==> src/video_pkg.sv <==
/* Raster limits, sync and blank boundaries, pixel width and FIFO size shared by the
   video subsystem and its testbench */
`default_nettype none

package video_pkg;

        // ====================================================================
        // Data path sizes
        // ====================================================================

        localparam int pix_w = 16;
        localparam int cnt_w = 9;

        // Sixteen entries give the host enough slack to cover a full burst
        localparam int fifo_depth = 16;
        localparam int fifo_aw = 4;

        // ====================================================================
        // Raster counters
        // ====================================================================

        // Horizontal runs 128..511 for 384 clocks per line
        localparam logic [cnt_w-1:0] h_start = 9'd128;
        localparam logic [cnt_w-1:0] h_last = 9'd511;

        // Vertical runs 248..511 for 264 lines per frame
        localparam logic [cnt_w-1:0] v_start = 9'd248;
        localparam logic [cnt_w-1:0] v_last = 9'd511;

        // The horizontal counter never holds a value below h_start
        // So the line step shares the edge with the blank update at sync start
        localparam logic [cnt_w-1:0] h_vstep = 9'd176;
        localparam logic [cnt_w-1:0] h_vblk_upd = 9'd176;

        // Blank looks at the line number before the step
        // This leaves lines 272..495 visible
        localparam logic [cnt_w-1:0] v_blank_off = 9'd271;
        localparam logic [cnt_w-1:0] v_blank_on = 9'd495;

        // Horizontal sync is 32 clocks wide
        localparam logic [cnt_w-1:0] hsync_first = 9'd176;
        localparam logic [cnt_w-1:0] hsync_last = 9'd207;

        // Visible pixels occupy the upper half of the horizontal count
        localparam logic [cnt_w-1:0] h_active_first = 9'd256;

endpackage

`default_nettype wire
==> src/pixel_fifo_if.sv <==
/* Pop request and head pixel between the line FIFO and the output stage */
`timescale 1ns/1ps
`default_nettype none

interface pixel_fifo_if;
        import video_pkg::*;

        // Consumer asks for the head entry, only while empty is low
        logic pop;

        // Head entry, valid whenever empty is low
        logic [pix_w-1:0] pixel;
        logic empty;

        // Occupancy in entries, 0..fifo_depth
        logic [fifo_aw:0] level;

        // FIFO side
        modport fifo (input pop, output pixel, empty, level);

        // Output stage side
        modport consumer (output pop, input pixel, empty, level);

endinterface

`default_nettype wire

==> src/timing_if.sv <==
/* Raster position and timing flags from the timing generator to the output stage */
`timescale 1ns/1ps
`default_nettype none

interface timing_if;
        import video_pkg::*;

        // Raw raster counters
        logic [cnt_w-1:0] h_cnt;
        logic [cnt_w-1:0] v_cnt;

        // Derived flags, syncs are active low
        logic vblk;
        logic hsync_n;
        logic vsync_n;

        // Generator side
        modport src (output h_cnt, v_cnt, vblk, hsync_n, vsync_n);

        // Output stage side
        modport dst (input h_cnt, v_cnt, vblk, hsync_n, vsync_n);

endinterface

`default_nettype wire

==> src/video_top.sv <==
/* Top level of the video subsystem. Host credit port in, registered raster video out.
   Ties the timing generator, line FIFO and output stage together */
`timescale 1ns/1ps
`default_nettype none

module video_top (
        input  logic clk,
        input  logic rst_n,
        input  logic in_valid,
        input  logic [video_pkg::pix_w-1:0] in_pixel,
        output logic credit,
        output logic [video_pkg::pix_w-1:0] rgb,
        output logic hsync_n,
        output logic vsync_n,
        output logic blank,
        output logic underflow
);

        // ====================================================================
        // Internal links
        // ====================================================================

        timing_if tim_if ();
        pixel_fifo_if fifo_if ();

        // ====================================================================
        // Blocks
        // ====================================================================

        // Raster position and flags
        video_timing i_video_timing (
                .clk   (clk),
                .rst_n (rst_n),
                .tim   (tim_if.src)
        );

        // Host writes land here and come back as credits
        pixel_fifo i_pixel_fifo (
                .clk      (clk),
                .rst_n    (rst_n),
                .in_valid (in_valid),
                .in_pixel (in_pixel),
                .credit   (credit),
                .fq       (fifo_if.fifo)
        );

        // Consumes pixels in step with the raster
        video_out i_video_out (
                .clk       (clk),
                .rst_n     (rst_n),
                .tim       (tim_if.dst),
                .fq        (fifo_if.consumer),
                .rgb       (rgb),
                .hsync_n   (hsync_n),
                .vsync_n   (vsync_n),
                .blank     (blank),
                .underflow (underflow)
        );

endmodule

`default_nettype wire

==> src/video_out.sv <==
/* Output stage. Pops one pixel per active clock and registers colour, syncs,
   blank and underflow so all outputs trail the raster by one clock */
`timescale 1ns/1ps
`default_nettype none

module video_out (
        input  logic clk,
        input  logic rst_n,
        timing_if.dst tim,
        pixel_fifo_if.consumer fq,
        output logic [video_pkg::pix_w-1:0] rgb,
        output logic hsync_n,
        output logic vsync_n,
        output logic blank,
        output logic underflow
);
        import video_pkg::*;

        logic active;

        // ====================================================================
        // Active window and pop
        // ====================================================================

        // Visible lines only, right half of the horizontal count
        assign active = !tim.vblk && (tim.h_cnt >= h_active_first);

        // The raster never waits so an empty FIFO just skips the pop
        assign fq.pop = active && !fq.empty;

        // ====================================================================
        // Registered video outputs
        // ====================================================================

        always_ff @(posedge clk or negedge rst_n) begin
                if (!rst_n) begin
                        rgb <= '0;
                        hsync_n <= 1'b1;
                        vsync_n <= 1'b1;
                        blank <= 1'b1;
                        underflow <= 1'b0;
                end else begin
                        // Black outside the window and on a starved pixel
                        if (active && !fq.empty) begin
                                rgb <= fq.pixel;
                        end else begin
                                rgb <= '0;
                        end

                        // Syncs pass through with the same one clock delay
                        hsync_n <= tim.hsync_n;
                        vsync_n <= tim.vsync_n;

                        blank <= !active;

                        // Flags each visible pixel that had no data behind it
                        underflow <= active && fq.empty;
                end
        end

endmodule

`default_nettype wire

==> src/pixel_fifo.sv <==
/* Host side line FIFO with credit return. One credit pulse follows every pop.
   The host holds fifo_depth credits after reset and never writes without one */
`timescale 1ns/1ps
`default_nettype none

module pixel_fifo (
        input  logic clk,
        input  logic rst_n,
        input  logic in_valid,
        input  logic [video_pkg::pix_w-1:0] in_pixel,
        output logic credit,
        pixel_fifo_if.fifo fq
);
        import video_pkg::*;

        // Storage carries only payload
        logic [pix_w-1:0] mem [fifo_depth];

        logic [fifo_aw-1:0] wr_ptr;
        logic [fifo_aw-1:0] rd_ptr;
        logic [fifo_aw:0] count;

        // ====================================================================
        // Storage
        // ====================================================================

        // The host never writes into a full buffer
        always_ff @(posedge clk) begin
                if (in_valid) begin
                        mem[wr_ptr] <= in_pixel;
                end
        end

        // ====================================================================
        // Pointers and occupancy
        // ====================================================================

        // Depth is a power of two so the pointers wrap on their own
        always_ff @(posedge clk or negedge rst_n) begin
                if (!rst_n) begin
                        wr_ptr <= '0;
                        rd_ptr <= '0;
                end else begin
                        if (in_valid) begin
                                wr_ptr <= wr_ptr + 1'b1;
                        end
                        if (fq.pop) begin
                                rd_ptr <= rd_ptr + 1'b1;
                        end
                end
        end

        // Write and pop in one cycle leave the level unchanged
        always_ff @(posedge clk or negedge rst_n) begin
                if (!rst_n) begin
                        count <= '0;
                end else begin
                        case ({in_valid, fq.pop})
                        2'b10: count <= count + 1'b1;
                        2'b01: count <= count - 1'b1;
                        default: count <= count;
                        endcase
                end
        end

        // A freed slot goes back to the host one clock after the pop
        always_ff @(posedge clk or negedge rst_n) begin
                if (!rst_n) begin
                        credit <= 1'b0;
                end else begin
                        credit <= fq.pop;
                end
        end

        // Head entry reads straight out of storage
        assign fq.pixel = mem[rd_ptr];
        assign fq.empty = (count == '0);
        assign fq.level = count;

endmodule

`default_nettype wire

==> src/video_timing.sv <==
/* Arcade raster generator with two 9-bit counters plus derived blank and syncs.
   Drives the timing interface toward the output stage */
`timescale 1ns/1ps
`default_nettype none

module video_timing (
        input  logic clk,
        input  logic rst_n,
        timing_if.src tim
);
        import video_pkg::*;

        logic [cnt_w-1:0] h_cnt;
        logic [cnt_w-1:0] v_cnt;
        logic vblk;

        // ====================================================================
        // Horizontal counter
        // ====================================================================

        // Free running every clock, 128..511 then back to 128
        always_ff @(posedge clk or negedge rst_n) begin
                if (!rst_n) begin
                        h_cnt <= h_start;
                end else if (h_cnt == h_last) begin
                        h_cnt <= h_start;
                end else begin
                        h_cnt <= h_cnt + 1'b1;
                end
        end

        // ====================================================================
        // Vertical counter and blank
        // ====================================================================

        // One step per line, taken at a fixed horizontal position
        always_ff @(posedge clk or negedge rst_n) begin
                if (!rst_n) begin
                        v_cnt <= v_start;
                end else if (h_cnt == h_vstep) begin
                        if (v_cnt == v_last) begin
                                v_cnt <= v_start;
                        end else begin
                                v_cnt <= v_cnt + 1'b1;
                        end
                end
        end

        // Blank changes only at the update point and holds otherwise
        // It compares against the line number still held in the register
        always_ff @(posedge clk or negedge rst_n) begin
                if (!rst_n) begin
                        vblk <= 1'b1;
                end else if (h_cnt == h_vblk_upd) begin
                        if (v_cnt == v_blank_off) begin
                                vblk <= 1'b0;
                        end else if (v_cnt == v_blank_on) begin
                                vblk <= 1'b1;
                        end
                end
        end

        // ====================================================================
        // Outputs straight from the counter registers
        // ====================================================================

        assign tim.h_cnt = h_cnt;
        assign tim.v_cnt = v_cnt;
        assign tim.vblk = vblk;

        // Sync pulse covers counts 176..207
        assign tim.hsync_n = !((h_cnt >= hsync_first) && (h_cnt <= hsync_last));

        // Lines 248..255 are the only ones with the top bit clear
        assign tim.vsync_n = v_cnt[cnt_w-1];

endmodule

`default_nettype wire

==> config.mk <==
export PLATFORM = sky130hd
export DESIGN_NAME = video_top
export DESIGN_NICKNAME = d
export VERILOG_FILES = /design/src/video_pkg.sv /design/src/pixel_fifo_if.sv /design/src/timing_if.sv /design/src/video_top.sv /design/src/video_out.sv /design/src/pixel_fifo.sv /design/src/video_timing.sv
export SDC_FILE = /design/constraint.sdc
export NUM_CORES = 1
export LEC_CHECK = 0
export ABC_AREA = 1
export BUFFER_PORTS_ARGS = -buffer_cell sky130_fd_sc_hd__buf_4
export CAP_MARGIN = 0
export CELL_PAD_IN_SITES_DETAIL_PLACEMENT = 1
export CELL_PAD_IN_SITES_GLOBAL_PLACEMENT = 2
export CORE_UTILIZATION = 42
export DETAILED_ROUTE_END_ITERATION = 12
export GPL_TIMING_DRIVEN = 1
export PLACE_DENSITY = 0.85
export SYNTH_ARGS = -nofsm -noshare
export SYNTH_HDL_FRONTEND = slang
export SYNTH_SLANG_ARGS = --single-unit
==> constraint.sdc <==
create_clock -name clk -period 2.3 [get_ports clk]
set_input_delay 0.575 -clock clk [delete_from_list [all_inputs] [get_ports clk]]
set_output_delay 0.575 -clock clk [all_outputs]
set_load 0.02 [all_outputs]
# Word level (Yosys, flattened, before mapping)
# Memory sizes are Yosys's and may differ from the RTL's.
# Index checks and enable logic that the tools add are counted.
# W data, S select, Z words.
[op_classes]
n_lt_le_gt_ge = 3
eq_ne = 7
n_mux = 8
add_sub_neg = 6
n_reduce_logical = 12
[ops]
columns = ["op", "n"]
rows = [
  ["$eq A9 B9 Y1 const B", 4],
  ["$add A9 B1 Y9 const B", 2],
  ["$mux W9", 2],
  ["$mux W16", 1],
  ["$pmux W5 S2", 1],
  ["$eq A9 B8 Y1 const B", 1],
  ["$ge A9 B8 Y1 const B", 1],
  ["$ge A9 B9 Y1 const B", 1],
  ["$le A9 B8 Y1 const B", 1],
  ["$add A4 B1 Y4 const B", 2],
  ["$add A5 B1 Y5 const B", 1],
  ["$logic_not A5 Y1", 1],
  ["$sub A5 B1 Y5 const B", 1],
  ["$logic_and A1 B1 Y1", 4],
  ["$logic_not A1 Y1", 4],
  ["$mux W1", 4],
  ["$reduce_bool A2 Y1", 2],
  ["$eq A2 B1 Y1 const B", 1],
  ["$eq A2 B2 Y1 const B", 1],
  ["$reduce_and A2 Y1", 1],
]
[word_totals]
memories = 1
register_bits = 53
output_inout_bits = 21
word_cells = 49
ram_bits = 256
in_bits = 19
[memory_table]
columns = ["name", "words", "width", "read_ports", "rd_ports_with_merged_regs", "write_ports", "line_no", "text"]
rows = [
  ["i_pixel_fifo.mem", 16, 16, 1, 0, 1, "pixel_fifo.sv:17", "logic [pix_w-1:0] mem [fifo_depth];"],
]

# Longest topological paths before layout
# Gate-level depths: netlist (run 1).
[logic_depth]
ltp_word = 5
depth_mapped = 17
depth_no_buf = 16

# Cells and area by module
# A second synthesis (run 1) with hierarchy kept.
[unflattened]
cells_unflattened = 1131
area_unflattened_um2 = 13073.8
[by_module_without_submodules]
columns = ["mod", "area_per_inst_um2", "cells_each", "n_inst"]
rows = [
  ["pixel_fifo", 11224.5, 919, 1],
  ["video_timing", 1149.9, 153, 1],
  ["video_out", 699.4, 59, 1],
]

# Worst setup path before layout (run 1)
# OpenSTA, ideal clock, no wires.
[synth_timing]
path_kind = "input -> register"
start = "in in_valid"
end = "mem i_pixel_fifo.mem[11][0], enable pin"
path_slack_ns = 0.189
cell_stages = 3
t_arrival_ns = 1.722
setup_time_ns = 0.388
cell_sequence = "clkbuf_1 -> nand2_1 -> nor2_1"
[synth_via]
elab_chain_cells = 2
[synth_lines]
columns = ["item", "line_no", "text"]
rows = [
  ["from (decl)", "video_top.sv:9", "input logic in_valid,"],
  ["$mux W1", "pixel_fifo.sv:29", "if (in_valid) begin"],
  ["$mux W1 (not written as such)", "pixel_fifo.sv:30", "mem[wr_ptr] <= in_pixel;"],
  ["to (decl)", "pixel_fifo.sv:17", ""],
]
# No other way between the ends.

# Final worst setup path (run 1)
[layout_timing]
start = "reg i_pixel_fifo.count[3], in the netlist i_pixel_fifo.fq.level[3]"
end = "reg i_pixel_fifo.count[4], in the netlist i_pixel_fifo.fq.level[4]"
[layout_via]
elab_chain_cells = 5
elab_cells_between_ends = 9
cone_classes = "add/sub: 2; eq/ne: 2; mux: 1; reduce/logical: 4"
[layout_lines]
columns = ["item", "line_no", "text"]
rows = [
  ["from (decl)", "pixel_fifo.sv:21", "logic [fifo_aw:0] count;"],
  ["from (signal assigned)", "pixel_fifo.sv:59", "2'b10: count <= count + 1'b1;"],
  ["from (signal assigned)", "pixel_fifo.sv:60", "2'b01: count <= count - 1'b1;"],
  ["from (signal assigned)", "pixel_fifo.sv:61", "default: count <= count;"],
  ["branches (longest 5 deep; another with $sub A5 B1 Y5)", "n/a", ""],
]
# Several ways; the timed one is not identified.
# A chain may end at the register's enable or synchronous reset.

==> flow_metrics.py, run 1 <==
metrics = {
    "status": {
        "status": "finished clean",
    },
    "floorplanning": {
        "io_pins": 40,
        "fp-row-count": 63,
        "die_w_um": 175,
        "initial_core_util_pct": 42.6,
        "dieArea_um2": 30700,
        "dieHeight_um": 175,
        "coreArea_um2": 29600,
    },
    "routing": {
        "drc": 0,
        "vias": 8414,
        "vias_per_cell": 5.30,
        "wire_per_inst_um": 20.9,
        "dr.pass1.iters": 4,
        "drt-initial-drc-count": 741,
        "final_antenna_net_count": 0,
        "routed_wl_mm": 33.1,
    },
    "layout": {
        "final_nets": 1207,
        "stdcell_count": 1589,
        "final_cell_mix": "nand2_1 (355), edfxtp_1 (256), nand3_1 (198), buf_4 (76), nor2_1 (50)",
        "drive_gt1_share_pct": 13.4,
        "post-route-util_pct": 49.4,
        "area_delta_synth_final_pct": 16.1,
        "final_common_cell": "nand2_1",
    },
    "critical_path": {
        "crit_top_cell": "nand2_1",
        "startpoint_type": "flip-flop",
        "crit_buf_inv": 3,
        "path_cells": "nor2_2, nand3_1, nand2_1, inv_1, ha_2, nand2_1, inv_1, nor2_2, ha_1, inv_1, nand2_1, nand3_1, nand2_1, nand2_1, nand3_1, nand2_1",
        "crit_path_max_incr_delay_ns": 0.43,
        "crit_type": "flip-flop to flip-flop",
        "required_ns": 2.68,
        "worstSetupEndpointType": "flip-flop",
        "worst_path_max_delay_cell": "dfrtp_1",
        "path_max_fanout": 6,
        "cp.arrival_ns": 2.41,
        "cp_top_family": "simple AND/OR/NAND/NOR gates",
    },
    "timing": {
        "min_period_ns": 2.02,
        "worst_slew_pin_slew_ns": 0.721,
        "slew_viol_final": 0,
        "hold_viol": 0,
        "fmax_mhz": 494,
        "grt_setup_unrepaired": "no",
        "max_slew_margin_pct": 52.0,
        "final-setup-viol-count": 0,
        "fin_skew_ns": 0.0230,
        "finalCritPeriodShare_pct": 88.0,
        "fin_setup_tns_ns": 0,
    },
    "cts": {
        "cts_tree": "done",
        "cts_sinks": 309,
        "cts_hold_buffers": 0,
        "path_clk_slew_ns": 0.06,
        "cts.path.max_buffers": 3,
        "clk_latency_ns": 0.51,
        "cts_max_level": 2,
        "cts-root-buf": "clkbuf_16",
        "numCtsBuffers": 35,
    },
    "grt": {
        "grt_pass1_wl_mm": 52.1,
        "antenna_found_initial": 4,
        "grt_max_degree": 60,
        "first_global_vias": 8935,
        "overflow": 0,
        "grt_usage_pct": 22.5,
    },
    "synthesis": {
        "yosys-top-cells-area": "edfxtp_1 (61%), nand2_1 (11%), dfrtp_1 (8.5%)",
        "synth.net_count": 1145,
        "synth_area_per_cell_um2": 11.3,
        "synth_cells": 1113,
        "ys_ff_latch": 309,
        "yosys_warnings": 0,
        "synth_cell_types": 23,
        "synth_top_cell_by_area": "edfxtp_1",
        "syn_area_um2": 12600,
        "synth_seq_area_share_pct": 71.5,
        "yosysTopAreaCellShare_pct": 60.9,
    },
    "pwr": {
        "power.internal_uw": 10200,
        "p_seq_share_pct": 51.0,
        "netSwitchingFraction_pct": 23.3,
        "p_leak_uw": 0.00561,
        "pwr-share-clk_pct": 40.5,
        "powerDensity_nw_per_um2": 906,
        "irDropWorstVdd_v": 0.000608,
        "p_sw_uw": 3100,
        "comb_power_share_pct": 8.5,
    },
    "placed_design": {
        "hpwlAfterDp_mm": 20.1,
        "io_buffers": 39,
        "place_inst": 1527,
        "gp_congestion": 0.749,
    },
    "min_path": {
        "hold_class": "input port to async pin",
    },
    "flow_run": {
        "cap_violations": 0,
    },
}
-- logic make-up after synthesis --
logic type / after synthesis / synth area share, %
flops: 309 / 71.5
buf+inv: 98 / 3.52
xor+xnor: 9 / 0.625
fa+ha+maj: 13 / 1.29
simple gates: 636 / 21.1
compound gates: 48 / 1.90
-- Yosys cell counts, drive strengths merged --
master  count
nor3        5
edfxtp    256
or2         1
buf        43
nand4       6
ha         13
clkbuf     14
a21oi      38
dfrtp      43
nand3     198
nor2       70
o21ai      10
nor4        1
xor2        7
dfstp      10
nand2     355
inv        41
xnor2       2
-- metrics by stage --
stage / instance area, um^2 / power (uW) / worst slack (ns) / hold WS (ns)
after detailed placement: 13500 / 8000 / 0.167 / 0.464
after global routing: 14700 / 13800 / 0.00720 / 0.189
after floorplan: 12600 / 7420 / 0.189 / 0.279
after CTS: 14600 / 13400 / 0.171 / 0.147
after global placement: 13500 / 7940 / 0.180 / 0.459
final: 14700 / 13300 / 0.276 / 0.116
-- what timing repair did --
| action | 4_1_cts | 5_1_grt |
|---|---|---|
| setup buffers | 0 | 1 |
| setup endpoints to repair | 0 | 2 |
| resized for setup | 0 | 4 |
| hold endpoints to repair | 0 | 0 |
-- metal layers --
layer,track usage [%],share of wire (%),up-vias
met5,0,0.14,-
met4,6.67,2.6,6
met3,4.42,5.3,56
met2,35.9,47,177
met1,31.1,45,4240
li1,-,-,3935
-- layout make-up --
cell class | instances | area, um^2
multi-input cells | 706 | 3200
well taps | 390 | 488
clock inverters | 14 | 169
diodes | 1 | 2.50
fillers | 3182 | 15000
inverters | 41 | 156
repair buffers | 82 | 691
flip-flops and latches | 309 | 9030
clock buffers | 46 | 917
-- worst paths after layout --
| path | from | to | slack, ns | cells past startpoint |
|---|---|---|---|---|
| setup / recovery | i_pixel_fifo.fq.level[3] | i_pixel_fifo.fq.level[4] | 0.28 | 16 |
| hold / removal | rst_n | i_video_timing.tim.h_cnt[1] | 0.12 | 1 |
| setup reg to reg | i_pixel_fifo.fq.level[3] | i_pixel_fifo.fq.level[4] | 0.28 | 16 |
| hold reg to reg | i_video_timing.tim.v_cnt[8] | i_video_out.vsync_n | 0.47 | 0 |
| max in group asynchronous | rst_n | i_pixel_fifo.rd_ptr[0] | 1.64 | 1 |
| min in group clk | in_valid | i_pixel_fifo.wr_ptr[0] | 0.34 | 2 |
-- registers in the layout (all words and copies together) (netlist names), 4 cells and up --
| name | flops |
|---|---|
| i_pixel_fifo.fq.level | 5 |
| i_pixel_fifo.rd_ptr | 4 |
| i_pixel_fifo.mem | 256 |
| i_video_timing.tim.v_cnt | 9 |
| i_video_out.rgb | 16 |
| i_pixel_fifo.wr_ptr | 4 |
| i_video_timing.tim.h_cnt | 9 |
-- power by group through the flow --
stage,clock network [uW],registers (uW),logic [uW]
after floorplan,0,6850,573
after global placement,0,6860,1080
after detailed placement,0,6890,1120
after CTS,5470,6780,1120
after global routing,5690,6820,1250
final,5370,6770,1130
Power figures use the tool's default switching activity.
==> run 2, diff against run 1 <==
- CORE_MARGIN: not set -> 1
- CORE_UTILIZATION: 42 -> 40
- CTS_BUF_LIST: not set -> sky130_fd_sc_hd__clkbuf_2
- PLACE_DENSITY: 0.85 -> 0.81
==> run 2 against run 1 <==
Final cell count grew 7.3%. Die area is 4.9% higher. Count of clock-buffer cells in the layout grew 77.
==> flow_metrics.py, run 2 (synthesized netlist as in run 1, its figures left out) <==
metrics = {
    "status": {
        "status": "finished clean",
    },
    "layout": {
        "final_cell_mix": "nand2_1 (354), edfxtp_1 (256), nand3_1 (198), clkbuf_2 (123), buf_4 (77)",
        "top_register": "i_pixel_fifo.mem",
        "area_delta_synth_final_pct": 15.9,
        "final_nets": 1276,
        "final_common_cell": "nand2_1",
        "post-route-util_pct": 47.5,
        "stdcell_count": 1705,
        "largest_register_ffs": 256,
        "top_regs": "i_pixel_fifo.mem: 256 flops, i_video_out.rgb: 16 flops",
        "drive_gt1_share_pct": 19.2,
    },
    "timing": {
        "final-setup-viol-count": 0,
        "worst_slew_pin_slew_ns": 0.487,
        "fin_skew_ns": 0.0657,
        "min_period_ns": 2.10,
        "fmax_mhz": 475,
        "max_slew_margin_pct": 67.5,
        "grt_setup_unrepaired": "no",
        "slew_viol_final": 0,
        "hold_viol": 0,
        "fin_setup_tns_ns": 0,
        "finalCritPeriodShare_pct": 91.5,
    },
    "critical_path": {
        "crit_cells": 1,
        "endpoint": "blank",
        "rr_worst_depth": 16,
        "worstSetupEndpointType": "output port",
        "startpoint_type": "flip-flop",
        "crit_type": "flip-flop to output port",
        "r2r_end": "i_pixel_fifo.fq.level[4]",
        "cp_top_family": "flip-flops",
        "rrSetupSlack_ns": 0.26,
        "crit_path_max_incr_delay_ns": 0.53,
        "rr_startpoint": "i_pixel_fifo.fq.level[4]",
        "cp.arrival_ns": 1.53,
        "path_max_fanout": 1,
        "crit_buf_inv": 1,
        "path_cells": "buf_4",
        "crit_start": "i_video_out.blank",
        "worst_path_max_delay_cell": "dfstp_2",
        "required_ns": 1.73,
    },
    "grt": {
        "grtUsageMet2_pct": 35.4,
        "met3_usage_pct": 3.97,
        "antenna_found_initial": 1,
        "grt_usage_pct": 21.7,
        "top_usage_layer": "met2",
        "grt_max_degree": 86,
        "grt_pass1_wl_mm": 53.3,
        "first_global_vias": 9335,
        "globalRouteMet1Util_pct": 29.5,
        "overflow": 0,
    },
    "min_path": {
        "hold_class": "input port to flip-flop",
    },
    "floorplanning": {
        "dieArea_um2": 32300,
        "dieHeight_um": 180,
        "fp-row-count": 64,
        "initial_core_util_pct": 40.9,
        "die_w_um": 180,
        "io_pins": 40,
        "coreArea_um2": 30800,
    },
    "placed_design": {
        "gp_congestion": 0.742,
        "place_inst": 1537,
        "io_buffers": 39,
        "hpwlAfterDp_mm": 20.6,
    },
    "routing": {
        "wire_per_inst_um": 20.1,
        "drt-initial-drc-count": 610,
        "drc": 0,
        "vias": 8822,
        "dr.pass1.iters": 6,
        "final_antenna_net_count": 0,
        "routed_wl_mm": 34.2,
        "vias_per_cell": 5.17,
    },
    "pwr": {
        "pwr-share-clk_pct": 33.7,
        "p_sw_uw": 3280,
        "comb_power_share_pct": 10.0,
        "p_seq_share_pct": 56.3,
        "netSwitchingFraction_pct": 27.3,
        "p_leak_uw": 0.00579,
        "irDropWorstVdd_v": 0.000346,
        "powerDensity_nw_per_um2": 820,
        "power.internal_uw": 8720,
    },
    "cts": {
        "numCtsBuffers": 82,
        "cts.path.max_buffers": 3,
        "cts_max_level": 3,
        "cts-root-buf": "clkbuf_2",
        "clk_latency_ns": 0.90,
        "cts_sinks": 309,
        "cts_tree": "done",
        "path_clk_slew_ns": 0.10,
    },
    "flow_run": {
        "cap_violations": 0,
    },
}
==> run 2: changes by cell type in the layout (fill, tap and decap cells not counted), sizes merged <==
cell and change:
clkinv +10, dlygate4sd3 +17, bufinv -1, buf +5, clkbuf +77, clkinvlp +2
==> run 2: per-stage QoR <==
step,setup WS [ns],hold slack [ns],total power (uW),cell area [um^2]
6_report,0.195,0.0708,12000,14600
5_1_grt,0.00528,0.000000777,12600,14600
4_1_cts,0.105,0.00663,12100,14600
3_5_place_dp,0.240,0.461,8040,13600
3_3_place_gp,0.241,0.459,7970,13600
2_1_floorplan,0.189,0.279,7420,12600
==> run 2: worst min path at each step <==
stage	endpoint	startpoint	cells after the start	slack (ns)
floorplan	i_pixel_fifo.credit	rst_n	0	0.28
global placement	i_video_out.vsync_n	i_video_timing.tim.v_cnt[8]	0	0.46
detailed placement	i_video_out.vsync_n	i_video_timing.tim.v_cnt[8]	0	0.46
CTS	i_pixel_fifo.mem[12][15]	in_pixel[15]	1	0.007
global route	i_pixel_fifo.mem[13][15]	in_pixel[15]	1	0.0000008
finish	i_pixel_fifo.mem[12][15]	in_pixel[15]	1	0.07
==> run 2: final cells by class <==
type / count / area, um^2
clock inverters: 25 / 185
flip-flops and latches: 309 / 9030
diodes: 1 / 2.50
repair buffers: 104 / 948
multi-input cells: 706 / 3200
well taps: 396 / 495
inverters: 41 / 156
clock buffers: 123 / 616
fillers: 3350 / 16200
==> run 2: repair_timing <==
| action | in CTS | in global routing |
|---|---|---|
| endpoints found under the hold margin | 233 | 0 |
| setup buffers | 0 | 2 |
| setup endpoints to repair | 0 | 1 |
| hold buffers | 17 | 0 |
| gates resized for setup | 0 | 2 |
==> run 2: layer usage <==
layer	vias to the layer above	part of all wire, %	wire, um
li1	4133	-	-
met1	4448	46	15900
met2	198	48	16300
met3	43	4.3	1480
met4	0	1.6	534
met5	-	0	0
==> run 2: power groups by stage <==
stage | clock network (uW) | logic, uW | registers (uW)
after floorplan | 0 | 573 | 6850
after global placement | 0 | 1110 | 6860
after detailed placement | 0 | 1150 | 6880
after CTS | 4180 | 1180 | 6760
after global routing | 4460 | 1320 | 6800
final | 4040 | 1200 | 6760
